### src/design/apu_audio_pkg.sv
package apu_audio_pkg;

	typedef logic [3:0] volume_t;
	typedef logic [4:0] mix_t;
	typedef logic [10:0] timer_t;
	typedef logic [7:0] length_t;
	typedef logic [1:0] duty_t;

	// Length-load values, indexed by bits 7:3 of register 3
	localparam length_t LENGTH_TABLE [32] = '{
		8'd10, 8'd254, 8'd20, 8'd2, 8'd40, 8'd4, 8'd80, 8'd6,
		8'd160, 8'd8, 8'd60, 8'd10, 8'd14, 8'd12, 8'd26, 8'd14,
		8'd12, 8'd16, 8'd24, 8'd18, 8'd48, 8'd20, 8'd96, 8'd22,
		8'd192, 8'd24, 8'd72, 8'd26, 8'd16, 8'd28, 8'd32, 8'd30
	};

	// Sys cycles per timer tick
	localparam int APU_TICK_DIV = 2;

	// Shortened quarter frame for simulation
	localparam int QFRAME_CYCLES = 200;

	localparam int TICK_CNT_W = $clog2(APU_TICK_DIV);
	localparam int QFRAME_CNT_W = $clog2(QFRAME_CYCLES);

endpackage

### src/design/apu_regs_pkg.sv
package apu_regs_pkg;

	// Register offsets relative to 0x4000
	typedef logic [4:0] bus_addr_t;

	// CPU write data
	typedef logic [7:0] bus_data_t;

	// One of the four registers of a channel
	typedef logic [1:0] reg_index_t;

	// Channel windows, four registers each
	localparam bus_addr_t ADDR_PULSE0_BASE = 5'h00;
	localparam bus_addr_t ADDR_PULSE1_BASE = 5'h04;

	// Channel-enable register, bit 0 for pulse 0 and bit 1 for pulse 1
	localparam bus_addr_t ADDR_STATUS = 5'h15;

endpackage

### src/design/apu_frame_seq.sv
`timescale 1ns/100ps

module apu_frame_seq (
	input  logic clk,
	input  logic rst_n,
	output logic tick,
	output logic qframe,
	output logic hframe
);
	import apu_audio_pkg::*;

	logic [TICK_CNT_W-1:0] tick_cnt;
	logic [QFRAME_CNT_W-1:0] qf_cnt;
	logic qf_end;
	logic half_sel;

	// Timer tick divider
	always_ff @(posedge clk or negedge rst_n) begin
		if (!rst_n) begin
			tick_cnt <= '0;
			tick <= 1'b0;
		end else if (tick_cnt == TICK_CNT_W'(APU_TICK_DIV - 1)) begin
			tick_cnt <= '0;
			tick <= 1'b1;
		end else begin
			tick_cnt <= tick_cnt + 1'b1;
			tick <= 1'b0;
		end
	end

	assign qf_end = qf_cnt == QFRAME_CNT_W'(QFRAME_CYCLES - 1);

	// Quarter frame counter, every second one is also a half frame
	always_ff @(posedge clk or negedge rst_n) begin
		if (!rst_n) begin
			qf_cnt <= '0;
			half_sel <= 1'b0;
			qframe <= 1'b0;
			hframe <= 1'b0;
		end else begin
			qframe <= qf_end;
			hframe <= qf_end & half_sel;
			if (qf_end) begin
				qf_cnt <= '0;
				half_sel <= ~half_sel;
			end else begin
				qf_cnt <= qf_cnt + 1'b1;
			end
		end
	end

endmodule

### src/design/apu_mixer.sv
`timescale 1ns/100ps

module apu_mixer (
	input  logic clk,
	input  logic rst_n,
	input  apu_audio_pkg::volume_t level0,
	input  apu_audio_pkg::volume_t level1,
	output apu_audio_pkg::mix_t sample
);
	import apu_audio_pkg::*;

	mix_t sum;

	// Linear sum, both levels widened to avoid overflow
	assign sum = mix_t'(level0) + mix_t'(level1);

	always_ff @(posedge clk or negedge rst_n) begin
		if (!rst_n)
			sample <= '0;
		else
			sample <= sum;
	end

endmodule

### src/design/apu_pulse.sv
`timescale 1ns/100ps

module apu_pulse #(
	parameter logic defect = 1'b0
) (
	input  logic clk,
	input  logic rst_n,
	input  logic tick,
	input  logic qframe,
	input  logic hframe,
	input  logic sel,
	input  logic en,
	input  logic reg_we,
	input  apu_regs_pkg::reg_index_t reg_index,
	input  apu_regs_pkg::bus_data_t reg_wdata,
	output logic act,
	output apu_audio_pkg::volume_t level
);
	import apu_regs_pkg::*;
	import apu_audio_pkg::*;

	logic we;
	logic we1;
	logic we3;
	bus_data_t regs [4];

	assign we = sel & reg_we;
	assign we1 = we & (reg_index == 2'd1);
	assign we3 = we & (reg_index == 2'd3);

	always_ff @(posedge clk or negedge rst_n) begin
		if (!rst_n) begin
			for (int i = 0; i < 4; i++)
				regs[i] <= '0;
		end else if (!en) begin
			for (int i = 0; i < 4; i++)
				regs[i] <= '0;
		end else if (we) begin
			regs[reg_index] <= reg_wdata;
		end
	end

	// Register fields
	duty_t duty;
	logic lc_halt;
	logic env_loop;
	logic vol_const;
	volume_t env_param;
	logic swp_en;
	logic [2:0] swp_period;
	logic swp_neg;
	logic [2:0] swp_shift;
	logic [4:0] lc_index;

	assign duty = regs[0][7:6];
	assign lc_halt = regs[0][5];
	assign env_loop = lc_halt;
	assign vol_const = regs[0][4];
	assign env_param = regs[0][3:0];
	assign swp_en = regs[1][7];
	assign swp_period = regs[1][6:4];
	assign swp_neg = regs[1][3];
	assign swp_shift = regs[1][2:0];
	assign lc_index = regs[3][7:3];

	// Envelope restart waits for the next quarter frame
	logic env_start;
	volume_t env_div;
	volume_t env_cnt;
	volume_t env_out;

	always_ff @(posedge clk or negedge rst_n) begin
		if (!rst_n)
			env_start <= 1'b0;
		else if (!en)
			env_start <= 1'b0;
		else if (we3)
			env_start <= 1'b1;
		else if (qframe)
			env_start <= 1'b0;
	end

	always_ff @(posedge clk or negedge rst_n) begin
		if (!rst_n) begin
			env_div <= '0;
			env_cnt <= '0;
		end else if (qframe) begin
			if (env_start) begin
				env_div <= env_param;
				env_cnt <= 4'hf;
			end else if (env_div == '0) begin
				env_div <= env_param;
				// Wraps from 0 back to 15 in loop mode
				if (env_loop || env_cnt != '0)
					env_cnt <= env_cnt - 4'd1;
			end else begin
				env_div <= env_div - 4'd1;
			end
		end
	end

	assign env_out = vol_const ? env_param : env_cnt;

	// Timer period, from the CPU or from the sweep unit
	timer_t timer_load;
	timer_t swp_target;
	logic swp_apply;

	always_ff @(posedge clk or negedge rst_n) begin
		if (!rst_n)
			timer_load <= '0;
		else if (!en)
			timer_load <= '0;
		else if (we3)
			timer_load <= {reg_wdata[2:0], regs[2]};
		else if (hframe && swp_apply)
			timer_load <= swp_target;
	end

	timer_t timer_cnt;
	logic timer_tick;
	logic gate_timer;

	always_ff @(posedge clk or negedge rst_n) begin
		if (!rst_n) begin
			timer_cnt <= '0;
			timer_tick <= 1'b0;
			gate_timer <= 1'b0;
		end else if (!en) begin
			timer_cnt <= '0;
			timer_tick <= 1'b0;
			gate_timer <= 1'b0;
		end else begin
			timer_tick <= 1'b0;
			if (tick) begin
				if (timer_cnt == '0) begin
					timer_cnt <= timer_load;
					timer_tick <= 1'b1;
					// Periods below 8 are silent
					gate_timer <= timer_load[10:3] != '0;
				end else begin
					timer_cnt <= timer_cnt - 11'd1;
				end
			end
		end
	end

	// Sweep
	logic swp_reload;
	timer_t swp_delta;
	logic swp_carry;
	logic swp_ovf;
	logic gate_swp;
	logic [2:0] swp_div;

	always_ff @(posedge clk or negedge rst_n) begin
		if (!rst_n)
			swp_reload <= 1'b0;
		else if (!en)
			swp_reload <= 1'b0;
		else if (we1)
			swp_reload <= 1'b1;
		else if (hframe)
			swp_reload <= 1'b0;
	end

	// Pulse 0 negates with ones' complement, pulse 1 with two's complement
	assign swp_delta = (timer_load >> swp_shift) ^ {11{swp_neg}};
	assign {swp_carry, swp_target} = {1'b0, timer_load} + {1'b0, swp_delta}
		+ {11'd0, ~defect & swp_neg};
	assign swp_ovf = swp_neg ^ swp_carry;
	assign gate_swp = swp_neg | ~swp_carry;
	assign swp_apply = swp_en && swp_div == 3'd0 && swp_shift != 3'd0 && !swp_ovf;

	always_ff @(posedge clk or negedge rst_n) begin
		if (!rst_n) begin
			swp_div <= '0;
		end else if (hframe) begin
			if (swp_reload)
				swp_div <= swp_period;
			else if (swp_div == '0) begin
				if (swp_en)
					swp_div <= swp_period;
			end else begin
				swp_div <= swp_div - 3'd1;
			end
		end
	end

	// Duty sequencer
	logic [2:0] seq_step;
	logic gate_seq;

	always_ff @(posedge clk or negedge rst_n) begin
		if (!rst_n)
			seq_step <= '0;
		else if (!en)
			seq_step <= '0;
		else if (timer_tick)
			seq_step <= seq_step - 3'd1;
	end

	always_comb begin
		case (duty)
			2'd0: gate_seq = seq_step == 3'b111;
			2'd1: gate_seq = seq_step[2:1] == 2'b11;
			2'd2: gate_seq = seq_step[2];
			2'd3: gate_seq = seq_step[2:1] != 2'b11;
			default: gate_seq = 1'b0;
		endcase
	end

	// Length counter, loaded at the half frame after a register 3 write
	logic load_lc;
	length_t lc_cnt;
	length_t lc_next;
	logic gate_lc;

	always_ff @(posedge clk or negedge rst_n) begin
		if (!rst_n)
			load_lc <= 1'b0;
		else if (!en)
			load_lc <= 1'b0;
		else if (we3)
			load_lc <= 1'b1;
		else if (hframe)
			load_lc <= 1'b0;
	end

	always_comb begin
		lc_next = lc_cnt;
		if (load_lc)
			lc_next = LENGTH_TABLE[lc_index];
		else if (!lc_halt && lc_cnt != '0)
			lc_next = lc_cnt - 8'd1;
	end

	always_ff @(posedge clk or negedge rst_n) begin
		if (!rst_n) begin
			lc_cnt <= '0;
			gate_lc <= 1'b0;
		end else if (!en) begin
			lc_cnt <= '0;
			gate_lc <= 1'b0;
		end else if (hframe) begin
			lc_cnt <= lc_next;
			gate_lc <= lc_next != '0;
		end
	end

	assign act = en & gate_lc;

	// Output gate
	logic gate;

	assign gate = en & gate_lc & gate_timer & gate_seq & gate_swp;
	assign level = gate ? env_out : '0;

endmodule

### src/design/apu_reg_decode.sv
`timescale 1ns/100ps

module apu_reg_decode (
	input  logic clk,
	input  logic rst_n,
	input  logic bus_we,
	input  apu_regs_pkg::bus_addr_t bus_addr,
	input  apu_regs_pkg::bus_data_t bus_wdata,
	output logic sel0,
	output logic sel1,
	output logic reg_we,
	output apu_regs_pkg::reg_index_t reg_index,
	output apu_regs_pkg::bus_data_t reg_wdata,
	output logic en0,
	output logic en1
);
	import apu_regs_pkg::*;

	logic status_we;

	// Channel windows differ only in the upper address bits
	assign sel0 = bus_addr[4:2] == ADDR_PULSE0_BASE[4:2];
	assign sel1 = bus_addr[4:2] == ADDR_PULSE1_BASE[4:2];

	assign reg_we = bus_we & (sel0 | sel1);
	assign reg_index = bus_addr[1:0];
	assign reg_wdata = bus_wdata;

	assign status_we = bus_we & (bus_addr == ADDR_STATUS);

	always_ff @(posedge clk or negedge rst_n) begin
		if (!rst_n) begin
			en0 <= 1'b0;
			en1 <= 1'b0;
		end else if (status_we) begin
			en0 <= bus_wdata[0];
			en1 <= bus_wdata[1];
		end
	end

endmodule

### src/design/apu_top.sv
`timescale 1ns/100ps

module apu_top (
	input  logic clk,
	input  logic rst_n,
	input  logic bus_we,
	input  apu_regs_pkg::bus_addr_t bus_addr,
	input  apu_regs_pkg::bus_data_t bus_wdata,
	output apu_audio_pkg::mix_t sample,
	output logic act0,
	output logic act1
);
	import apu_regs_pkg::*;
	import apu_audio_pkg::*;

	logic sel0;
	logic sel1;
	logic reg_we;
	reg_index_t reg_index;
	bus_data_t reg_wdata;
	logic en0;
	logic en1;
	logic tick;
	logic qframe;
	logic hframe;
	volume_t level0;
	volume_t level1;

	apu_reg_decode u_decode (
		.clk(clk),
		.rst_n(rst_n),
		.bus_we(bus_we),
		.bus_addr(bus_addr),
		.bus_wdata(bus_wdata),
		.sel0(sel0),
		.sel1(sel1),
		.reg_we(reg_we),
		.reg_index(reg_index),
		.reg_wdata(reg_wdata),
		.en0(en0),
		.en1(en1)
	);

	apu_frame_seq u_frame_seq (
		.clk(clk),
		.rst_n(rst_n),
		.tick(tick),
		.qframe(qframe),
		.hframe(hframe)
	);

	apu_pulse #(.defect(1'b1)) pulse0 (
		.clk(clk),
		.rst_n(rst_n),
		.tick(tick),
		.qframe(qframe),
		.hframe(hframe),
		.sel(sel0),
		.en(en0),
		.reg_we(reg_we),
		.reg_index(reg_index),
		.reg_wdata(reg_wdata),
		.act(act0),
		.level(level0)
	);

	apu_pulse #(.defect(1'b0)) pulse1 (
		.clk(clk),
		.rst_n(rst_n),
		.tick(tick),
		.qframe(qframe),
		.hframe(hframe),
		.sel(sel1),
		.en(en1),
		.reg_we(reg_we),
		.reg_index(reg_index),
		.reg_wdata(reg_wdata),
		.act(act1),
		.level(level1)
	);

	apu_mixer u_mixer (
		.clk(clk),
		.rst_n(rst_n),
		.level0(level0),
		.level1(level1),
		.sample(sample)
	);

endmodule

### config.mk
export PLATFORM = sky130hd
export DESIGN_NAME = apu_top
export DESIGN_NICKNAME = d
export VERILOG_FILES = /design/src/design/apu_audio_pkg.sv /design/src/design/apu_regs_pkg.sv /design/src/design/apu_frame_seq.sv /design/src/design/apu_mixer.sv /design/src/design/apu_pulse.sv /design/src/design/apu_reg_decode.sv /design/src/design/apu_top.sv
export SDC_FILE = /design/constraint.sdc
export NUM_CORES = 1
export LEC_CHECK = 0
export BUFFER_PORTS_ARGS = -buffer_cell sky130_fd_sc_hd__buf_2
export CORE_MARGIN = 3
export CORE_UTILIZATION = 35
export DETAILED_ROUTE_END_ITERATION = 16
export GPL_TIMING_DRIVEN = 0
export PLACE_DENSITY = 0.57
export REMOVE_ABC_BUFFERS = 1
export SLEW_MARGIN = 10
export SYNTH_ARGS = -nofsm -noshare
export SYNTH_HDL_FRONTEND = slang
export SYNTH_SLANG_ARGS = --single-unit
### constraint.sdc
create_clock -name clk -period 4.29 [get_ports clk]
set_clock_uncertainty 0.1 [all_clocks]
set_input_delay 0.429 -clock clk [delete_from_list [all_inputs] [get_ports clk]]
set_output_delay 0.429 -clock clk [all_outputs]
set_load 0.01 [all_outputs]
Yosys cells after proc, flatten, opt, wreduce, memory -nomap -nowiden

Memories as Yosys holds them, arrays and structs flattened.
Cells that the tools add are included.

Add/subtract/negate cells: 18
$lt $le $gt $ge: 4
Eq/ne operators: 37
Shifts and indexed selects: 2
Mux-type cells: 91
Bitwise logic cells: 30
Reductions and logical operators: 46

Operator list:

| cell                                                                  | count |
|---|---|
| 11-bit two-way mux                                                    | 12 |
| 32-bit two-way mux                                                    | 4 |
| 8-bit two-way mux                                                     | 14 |
| 32-bit bitwise mux                                                    | 2 |
| 4-bit two-way mux                                                     | 14 |
| 8-bit nonzero test                                                    | 6 |
| 1-bit two-way mux                                                     | 32 |
| 3-bit two-way mux                                                     | 10 |
| 3-bit by 1-bit != test with 1-bit output (second input constant)      | 10 |
| 11-bit by 11-bit adder with 12-bit output                             | 2 |
| 11-bit zero test                                                      | 2 |
| 11-bit by 3-bit right shift with 11-bit output                        | 2 |
| 11-bit by 1-bit subtractor with 11-bit output (second input constant) | 2 |
| 11-bit XOR                                                            | 2 |
| 2-bit by 1-bit != test with 1-bit output (second input constant)      | 10 |
| 1-bit bitwise AND                                                     | 17 |
| 8-bit demux with 2-bit select                                         | 1 |
| 4-bit by 1-bit subtractor with 4-bit output (second input constant)   | 4 |
| 8-bit by 1-bit subtractor with 8-bit output (second input constant)   | 2 |
| 2-bit == test (second input constant)                                 | 7 |
| 12-bit by 1-bit adder with 12-bit output                              | 1 |
| 6-bit >= comparator (second input constant)                           | 2 |
| 5-bit inverter with 6-bit output                                      | 2 |
| 3-bit by 1-bit subtractor with 3-bit output (second input constant)   | 4 |
| other kinds (27)                                                      | 64 |

Bits in registers: 184
ROM bits: 512
Memories: 2

Memories:

| memory          | words | bits a word | rd ports | clocked after memory_dff | wr ports | RTL line         | source |
|---|---|---|---|---|---|---|---|
| (no name shown) | 32    | 8           | 1        | 0                        | 0        | apu_pulse.sv:233 | `lc_next = LENGTH_TABLE[lc_index];` |
| (no name shown) | 32    | 8           | 1        | 0                        | 0        | apu_pulse.sv:233 |  |

Depth between registers and ports, before layout

Gate-level depths: netlist of the first run.

Depth after elaboration: 11
Mapped depth: 23
Gate-level depth less buffers: 22

By module

A second synthesis of the first run with hierarchy kept.

Cells, all modules: 1,419
Area total of the unflattened synthesis: 11,933.9 µm²

By module, submodules not included:

| module             | instances | cells an instance | area an instance (µm²) | seq. area each (µm²) |
|---|---|---|---|---|
| apu_pulse (pulse0) | 1         | 654               | 5,481.5                | 1,976.9 |
| apu_pulse (pulse1) | 1         | 685               | 5,467.7                | 1,976.9 |
| apu_frame_seq      | 1         | 40                | 534.3                  | 325.3 |
| apu_mixer          | 1         | 21                | 261.5                  | 125.1 |
| apu_reg_decode     | 1         | 19                | 188.9                  | 50.0 |

Worst setup path before layout of the first run

OpenSTA, ideal clock, no wires.

Kind: reg-to-reg
Start point: reg pulse0.regs[16] (netlist bit)
End point: reg u_mixer.sample[3]
Data arrival time: 4.259 ns
Required time: 4.110 ns
Slack: -0.149 ns
Stages on the path, launching flop included: 21
Path buffers: 2
Period minus slack after synthesis: 4.439 ns
Path through: dfrtp_1 clkbuf_1 buf_2 mux2i_1 mux4_2 xnor2_1 ha_1 or3_1 a211oi_1 o31ai_1 nand3_1 nand2_1 ha_1 nor4bb_1 o211ai_1 or2_2 inv_1 ha_1 a21o_1 a21oi_1 xnor2_1

Word-level cells in the longest chain between the ends: 8

RTL lines:

| what                                           | RTL line         | source |
|---|---|---|
| from (decl)                                    | apu_pulse.sv:25  | `bus_data_t regs [4];` |
| from (signal, indexed assignment)              | apu_pulse.sv:39  | `regs[reg_index] <= reg_wdata;` |
| 11-bit by 3-bit right shift with 11-bit output | apu_pulse.sv:168 | `assign swp_delta = (timer_load >> swp_shift) ^ {11{swp_neg}};` |
| 11-bit XOR                                     | apu_pulse.sv:168 |  |
| 11-bit by 11-bit adder with 12-bit output      | apu_pulse.sv:169 | `assign {swp_carry, swp_target} = {1'b0, timer_load} + {1'b0, swp_delta}` |
| 1-bit inverter                                 | apu_pulse.sv:172 | `assign gate_swp = swp_neg \| ~swp_carry;` |
| 1-bit bitwise OR                               | apu_pulse.sv:172 |  |
| 1-bit bitwise AND                              | apu_pulse.sv:256 | `assign gate = en & gate_lc & gate_timer & gate_seq & gate_swp;` |
| 4-bit two-way mux                              | apu_pulse.sv:257 | `assign level = gate ? env_out : '0;` |
| 4-bit by 4-bit adder with 5-bit output         | apu_mixer.sv:15  | `assign sum = mix_t'(level0) + mix_t'(level1);` |
| net u_mixer.sum[3]                             | apu_mixer.sv:12  | `mix_t sum;` |
| to (signal assigned)                           | apu_mixer.sv:21  | `sample <= sum;` |
| to (decl)                                      | apu_mixer.sv:8   | `output apu_audio_pkg::mix_t sample` |

The timed path passes the listed nets, and every way through them passes these cells.
A chain may end at the register's enable or synchronous reset.

Worst setup path after layout of the first run

Start point: reg pulse1.regs[17] (netlist bit)
End point: reg u_mixer.sample[2]

Word-level cells in the longest chain between the ends: 9

RTL lines:

| what                                           | RTL line         | source |
|---|---|---|
| from (decl)                                    | apu_pulse.sv:25  |  |
| from (signal, indexed assignment)              | apu_pulse.sv:39  |  |
| 11-bit by 3-bit right shift with 11-bit output | apu_pulse.sv:168 |  |
| 11-bit XOR                                     | apu_pulse.sv:168 |  |
| 11-bit by 11-bit adder with 12-bit output      | apu_pulse.sv:169 |  |
| 12-bit by 1-bit adder with 12-bit output       | apu_pulse.sv:170 | `+ {11'd0, ~defect & swp_neg};` |
| 1-bit inverter                                 | apu_pulse.sv:172 |  |
| 1-bit bitwise OR                               | apu_pulse.sv:172 |  |
| 1-bit bitwise AND                              | apu_pulse.sv:256 |  |
| 4-bit two-way mux                              | apu_pulse.sv:257 |  |
| 4-bit by 4-bit adder with 5-bit output         | apu_mixer.sv:15  |  |
| net u_mixer.sum[2]                             | apu_mixer.sv:12  |  |

The timed path passes the listed nets, and every way through them passes these cells.

==> results.py, run 1 <==
metrics = {
    "timing": {
        "min_period_over_period": 1.08,
        "rsz0062_at_grt": "true",
        "fmax_mhz": 216,
        "hold_viol": 0,
        "final.setup.worst_slack_ns": -0.344,
        "slew_violations": 0,
        "worst_pin_slew_ns": 1.12,
        "setup_violations": 4,
        "worst_hold_slack_ns": 0.280,
        "min_period_ns": 4.63,
        "slew_headroom": 0.254,
    },
    "power": {
        "powerDensity_nw_per_um2": 491,
        "ir_worst_vdd_mv": 0.275,
        "power_uw": 6380,
        "cellLeakagePower_uw": 0.00554,
    },
    "layout": {
        "design_area_sq_um": 13000,
        "final_cell_mix": "dfrtp_1 (171), nor2_1 (135), a21oi_1 (110), nand2_1 (106), o21ai_0 (65)",
        "drive_gt1_frac": 0.130,
        "fill_cells": 3194,
        "syn2layout_area_growth_pct": 14.1,
        "layout_commonest_cell": "dfrtp_1",
        "layout.nets": 1364,
    },
    "clocking": {
        "root_buffer": "clkbuf_16",
        "cts_buffers": 17,
        "clk_latency_ns": 0.44,
        "htree_levels": 4,
        "cts_tree": "built",
        "ctsLongestPathBuffers": 2,
        "cts.sinks": 178,
        "path_clk_slew_ns": 0.09,
    },
    "placement": {
        "dp_hpwl_mm": 19.8,
        "gp_congestion": 0.849,
        "place_area_sq_um": 11900,
        "dp_slack_ns": -1.22,
        "io_buffers": 22,
    },
    "floorplanning": {
        "std_cell_rows": 65,
        "coreArea_sq_um": 31800,
        "die_width_microns": 186,
        "io_pins": 23,
        "die_height_microns": 186,
        "die_area_sq_um": 34700,
        "start_util": 0.358,
    },
    "detailed_routing": {
        "ant_nets": 0,
        "dr.pass1.iters": 5,
        "vias": 9461,
        "viasPerCell": 5.44,
        "drc": 0,
        "routed_wl_mm": 29.8,
        "wire_per_inst_microns": 17.1,
        "drtIter0Drc": 650,
    },
    "logic_synthesis": {
        "ys_types": 65,
        "dominantRegCellSynth": "dfrtp_1",
        "ys_async_sr_fraction": 1.00,
        "synth_edf_count": 0,
        "ys_seq_area_frac": 0.392,
        "avgSynthCellArea_sq_um": 8.90,
        "synth_warnings": 0,
        "syn_area_sq_um": 11400,
        "synth-seq-cells": 178,
        "syn_inst": 1278,
    },
    "grt": {
        "antenna_found_initial": 2,
        "grt.overflow.total": 0,
        "grt_first_pass_wirelength_mm": 48.7,
        "grt_pass1_vias": 9253,
        "grt_max_degree": 106,
        "grt_usage": 0.175,
    },
    "hold_path": {
        "hold_class": "flip-flop to flip-flop",
    },
    "worst_setup_path": {
        "max_stage_delay_ns": 0.54,
        "cp.required_ns": 4.52,
        "crit_chain": "mux2_4 > nor2_4 > a21oi_2 > nor2b_2 > a31oi_2 > xnor2_1 > ha_2 > or3_1 > o221a_2 > o21a_1 > o22ai_2 > o21ai_2 > ha_4 > nor4bb_4 > o211ai_1 > buf_4 > nor2_4 > ha_2 > inv_2 > fa_2 > buf_6 > xnor2_2",
        "worst_ep_arrival_time_ns": 4.87,
        "start_kind": "flip-flop",
        "cp-end-kind": "flip-flop",
        "critPathKind": "flip-flop to flip-flop",
        "path_max_fanout": 5,
        "crit_slowest_cell": "dfrtp_4",
    },
    "run_status": {
        "status": "finished, violations left",
        "violations": "negative setup slack",
    },
    "run": {
        "max_cap_viol_count": 0,
    },
}
## cell type report
cell class / count / area, sq um / area share
tap: 435 / 544 / 0.0419
multi-input combinational: 973 / 6650 / 0.513
sequential: 178 / 4470 / 0.344
antenna: 1 / 2.50 / 0.000193
clock inverter: 15 / 189 / 0.0146
timing repair buffer: 57 / 464 / 0.0358
clock buffer: 17 / 425 / 0.0328
inverter: 62 / 234 / 0.0180
## per-layer routing
layer / wire (microns) / track usage / up-vias
met5: 31 / 0 / -
met4: 368 / 0.0435 / 4
met3: 1380 / 0.0290 / 30
met2: 14000 / 0.290 / 176
met1: 14000 / 0.241 / 4656
li1: - / - / 4595
## state kept, by name, indices dropped and copies added (netlist names), 8 cells and up
signal and flops:
u_frame_seq.qf_cnt 8, pulse0.timer_load 11, pulse0.regs 17, pulse1.timer_load 11
pulse1.lc_cnt 8, pulse0.lc_cnt 8, pulse0.timer_cnt 11, pulse1.regs 17
pulse1.timer_cnt 11
## synthesized netlist by cell type, types with 14 or more instances
library cell,number,share of area
nor3_1,29,0.013
a22o_1,42,0.032
o21ai_0,67,0.029
nand2_1,107,0.035
o22ai_1,16,0.0088
nand3_1,31,0.014
xor2_1,19,0.015
nor2_1,139,0.046
nand2b_1,23,0.013
clkbuf_1,49,0.016
inv_1,57,0.019
a21oi_1,114,0.050
dfrtp_1,178,0.39
ha_1,56,0.062
a211oi_1,18,0.012
nor4_1,17,0.0093
o21a_1,16,0.011
mux2i_1,55,0.048
a31oi_1,20,0.011
and2_1,14,0.0077
xnor2_1,44,0.034
## cells by family (layout without fill, tap and decap cells)
| group | Yosys count | count (layout) | share of synthesized area |
|---|---|---|---|
| multiplexers | 71 | 71 | 0.0731 |
| AND/OR/NAND/NOR | 419 | 419 | 0.174 |
| flip-flops | 178 | 178 | 0.392 |
| adder cells (fa/ha/maj) | 59 | 59 | 0.0669 |
| buffers and inverters | 127 | 151 | 0.0437 |
| other | 0 | 1 | 0 |
| XOR/XNOR | 63 | 63 | 0.0485 |
| AO/OA/AOI/OAI | 361 | 361 | 0.202 |
## worst paths after layout
| check | slack (ns) | end | cells after the start | start |
|---|---|---|---|---|
| max | -0.34 | u_mixer.sample[2]$_DFF_PN0_ | 22 | pulse1.regs[17]$_DFFE_PN0P_ |
| min | 0.28 | u_frame_seq.tick$_DFF_PN0_ | 0 | u_frame_seq.tick_cnt$_DFF_PN0_ |
| max reg2reg | -0.34 | u_mixer.sample[2]$_DFF_PN0_ | 22 | pulse1.regs[17]$_DFFE_PN0P_ |
| min reg2reg | 0.28 | u_frame_seq.tick$_DFF_PN0_ | 0 | u_frame_seq.tick_cnt$_DFF_PN0_ |
| max in group asynchronous | 2.69 | u_frame_seq.hframe$_DFF_PN0_ | 3 | rst_n |
| min in group asynchronous | 0.45 | pulse1.timer_load[8]$_DFFE_PN0P_ | 2 | rst_n |
## metrics by stage
step | TNS (ns) | instances | util
2_1_floorplan | -5.15 | 1213 | -
3_3_place_gp | -103.20 | 1670 | 0.370
3_5_place_dp | -13.13 | 1675 | 0.374
4_1_cts | -1.05 | 1725 | 0.401
5_1_grt | -1.97 | 1737 | 0.408
6_report | -1.31 | 1738 | 0.408
## critical path, delay by kind of cell (launching register included)
kind                       cells  cell delay (ns)
DFF                            1             0.54
muxes                          1             0.35
and+or+nand+nor                5             1.01
adders and majority gates      4             0.90
AOI/OAI and AO/OA              7             1.05
xor gates and xnor gates       2             0.22
buffers and inverters          3             0.35
## power breakdown
group          switching (uW)  total [uW]  internal [uW]
registers                 347        2230           1880
logic                    1350        2540           1190
clock network             814        1610            794
total                    2520        6380           3860
## timing repair
action / CTS / global route
buffers inserted: 17 / 12
resized for setup: 31 / 29
hold buffers: 1 / 0
setup endpoints to repair: 24 / 23
pin swaps: 13 / 17
endpoints found under the hold margin: 73 / 0
No activity file was read; power rests on OpenSTA's default activity.
==> inputs of run 2 (changes only) <==
- SYNTH_HIERARCHICAL: not set -> 1
==> run 2 against run 1 <==
Against the previous run: the flow still finishes with violations (negative setup slack); final cell count increased by 8.3%; via count increased by 7.3%; worst setup slack got worse by 0.019 ns; register-to-register slack got worse by 0.02 ns; routed wire length up 3.9%; largest cell class unchanged.
==> results.py, run 2 <==
metrics = {
    "logic_synthesis": {
        "synthMuxAreaShare": 0.0683,
        "yosys-top-cells-count": "nand2_1 (198), dfrtp_1 (178), a21oi_1 (147)",
        "ys_seq_area_frac": 0.373,
        "synth_top_area_cell": "dfrtp_1",
        "synthAdderAreaFrac": 0.0637,
        "ys_types": 87,
        "synth_warnings": 6,
        "syn_area_sq_um": 11900,
        "syn_inst": 1419,
        "synth_top_cells_by_area": "dfrtp_1 (37%), nand2_1 (6.2%), a21oi_1 (6.2%), ha_1 (5.9%), mux2i_1 (5.0%)",
        "dominantRegCellSynth": "dfrtp_1",
        "synth_xor_area_frac": 0.0344,
        "ys_async_sr_fraction": 1.00,
        "synth_edf_count": 0,
        "post-synth-top-count-cell": "nand2_1",
        "synth_compound_area_frac": 0.193,
        "synth-simple-area-share": 0.214,
        "synth_top_family_by_area": "simple AND/OR/NAND/NOR gates",
        "synth-seq-cells": 178,
        "avgSynthCellArea_sq_um": 8.41,
        "synth_top_area_share": 0.373,
    },
    "clocking": {
        "ctsLongestPathBuffers": 2,
        "cts_tree": "built",
        "root_buffer": "clkbuf_16",
        "path_clk_slew_ns": 0.07,
        "clk_latency_ns": 0.45,
        "cts_buffers": 17,
        "cts.sinks": 178,
        "htree_levels": 4,
    },
    "power": {
        "power_uw": 3570,
        "powerDensity_nw_per_um2": 259,
        "cellLeakagePower_uw": 0.00553,
        "ir_worst_vdd_mv": 0.257,
    },
    "worst_setup_path": {
        "path_max_fanout": 5,
        "worst_ep_arrival_time_ns": 4.92,
        "start_kind": "flip-flop",
        "cp-end-kind": "flip-flop",
        "cp.required_ns": 4.56,
        "critPathKind": "flip-flop to flip-flop",
    },
    "layout": {
        "layout.nets": 1502,
        "design_area_sq_um": 13800,
        "syn2layout_area_growth_pct": 15.8,
        "reg_top3": "pulse0/regs (17), pulse1/regs (17)",
        "layout_commonest_cell": "nand2_1",
        "antennaDiodeCount": 0,
        "final_cell_mix": "nand2_1 (194), dfrtp_1 (168), a21oi_1 (141), nor2_1 (123), o21ai_0 (72)",
        "drive_gt1_frac": 0.149,
    },
    "detailed_routing": {
        "wire_per_inst_microns": 16.4,
        "drtIter0Drc": 709,
        "ant_nets": 0,
        "dr.pass1.iters": 5,
        "routed_wl_mm": 31.0,
        "vias": 10156,
        "viasPerCell": 5.40,
        "drc": 0,
    },
    "floorplanning": {
        "die_area_sq_um": 36300,
        "coreArea_sq_um": 33000,
        "die_width_microns": 191,
        "die_height_microns": 191,
        "std_cell_rows": 66,
        "io_pins": 23,
        "start_util": 0.361,
    },
    "timing": {
        "worst_pin_slew_ns": 1.20,
        "min_period_ns": 4.65,
        "slew_violations": 0,
        "rsz0062_at_grt": "true",
        "min_period_over_period": 1.08,
        "slew_headroom": 0.194,
        "fmax_mhz": 215,
        "final.setup.worst_slack_ns": -0.363,
        "hold_viol": 0,
        "setup_violations": 7,
    },
    "placement": {
        "gp_congestion": 0.900,
        "dp_slack_ns": -1.53,
        "io_buffers": 22,
        "dp_hpwl_mm": 19.9,
        "place_area_sq_um": 12400,
    },
    "grt": {
        "grt_max_degree": 69,
        "grt_first_pass_wirelength_mm": 51.0,
        "antenna_found_initial": 0,
        "grt_pass1_vias": 9882,
        "grt.overflow.total": 0,
        "grt_usage": 0.170,
    },
    "run": {
        "max_cap_viol_count": 0,
    },
    "run_status": {
        "violations": "negative setup slack",
        "status": "finished, violations left",
    },
    "hold_path": {
        "hold_class": "input pin to flip-flop",
    },
}
-- run 2: per-stage QoR --
step	utilization	TNS, ns	std cells	hold slack [ns]
global route	0.418	-4.40	1882	0.244
global placement	0.370	-101.53	1800	0.261
floorplan	-	-5.53	1336	0.0334
CTS	0.407	-1.58	1868	0.234
finish	0.418	-1.32	1882	0.248
detailed placement	0.374	-26.32	1805	0.243
-- run 2: cell type report --
type	count	area, sq um
fillers	3327	19200
flip-flops and latches	178	4470
well taps	442	553
repair buffers	69	627
inverters	69	262
multi-input cells	1092	7300
clock buffers	22	484
clock inverters	10	123
-- run 2: repair_timing --
item                                    4_1_cts  5_1_grt
gates resized for setup                      64       60
hold buffers                                  1        0
endpoints found under the setup margin       27       27
cloned                                        3        0
pin swaps                                    35       32
setup buffers                                27       15
hold endpoints to repair                     44        0
-- run 2: power breakdown --
part / switching, uW / leakage (uW) / total, uW / internal, uW
Clock: 705 / 0.000289 / 1630 / 926
Sequential: 30.0 / 0.00245 / 1720 / 1690
Combinational: 168 / 0.00280 / 224 / 55.9
Total: 904 / 0.00553 / 3570 / 2670
-- run 2: per-layer routing --
layer / global-route usage / part of all wire / wire length [microns] / vias up
met5: 0 / 0 / 0 / -
met2: 0.280 / 0.47 / 14500 / 183
li1: - / - / - / 5019
met4: 0.0508 / 0.016 / 498 / 0
met3: 0.0268 / 0.037 / 1140 / 39
met1: 0.233 / 0.48 / 14800 / 4915
-- run 2: worst paths after layout --
| kind | endpoint | cells past startpoint | from | slack [ns] |
|---|---|---|---|---|
| max | u_mixer/sample[4]$_DFF_PN0_ | 20 | pulse1/regs[17]$_DFFE_PN0P_ | -0.36 |
| min reg2reg | u_frame_seq/tick$_DFF_PN0_ | 0 | u_frame_seq/tick_cnt$_DFF_PN0_ | 0.28 |
| min | pulse0/lc_index[2]$_DFFE_PN0P_ | 3 | bus_wdata[5] | 0.25 |
| max in group asynchronous | pulse1/timer_load[10]$_DFFE_PN0P_ | 4 | rst_n | 2.67 |
| min in group asynchronous | pulse0/lc_cnt[4]$_DFFE_PN0P_ | 2 | rst_n | 0.38 |
| max reg2reg | u_mixer/sample[4]$_DFF_PN0_ | 20 | pulse1/regs[17]$_DFFE_PN0P_ | -0.36 |
-- run 2: cells by family (layout without fill, tap and decap cells) --
kind of cell | after synthesis | after routing
and+or+nand+nor | 534 | 537
AOI/OAI and AO/OA | 376 | 376
DFF | 178 | 178
buffers and inverters | 152 | 170
muxes | 74 | 74
adders and majority gates | 59 | 59
xor gates and xnor gates | 46 | 46
-- run 2: worst max-delay path, cell delays in order, from the launching register on --
cell and delay, ns:
dfrtp_2 0.43, buf_4 0.17, mux2i_1 0.17, mux4_2 0.55, xnor2_2 0.17, ha_2 0.22, a2111oi_4 0.37, nand2_1 0.11
o22ai_2 0.21, o21ai_1 0.09, a21o_1 0.20, ha_4 0.16, nand3b_1 0.22, a2111o_1 0.41, nor2_2 0.13, ha_2 0.19
inv_2 0.04, fa_2 0.36, nor2b_1 0.13, o21ai_1 0.06, nand2b_1 0.08
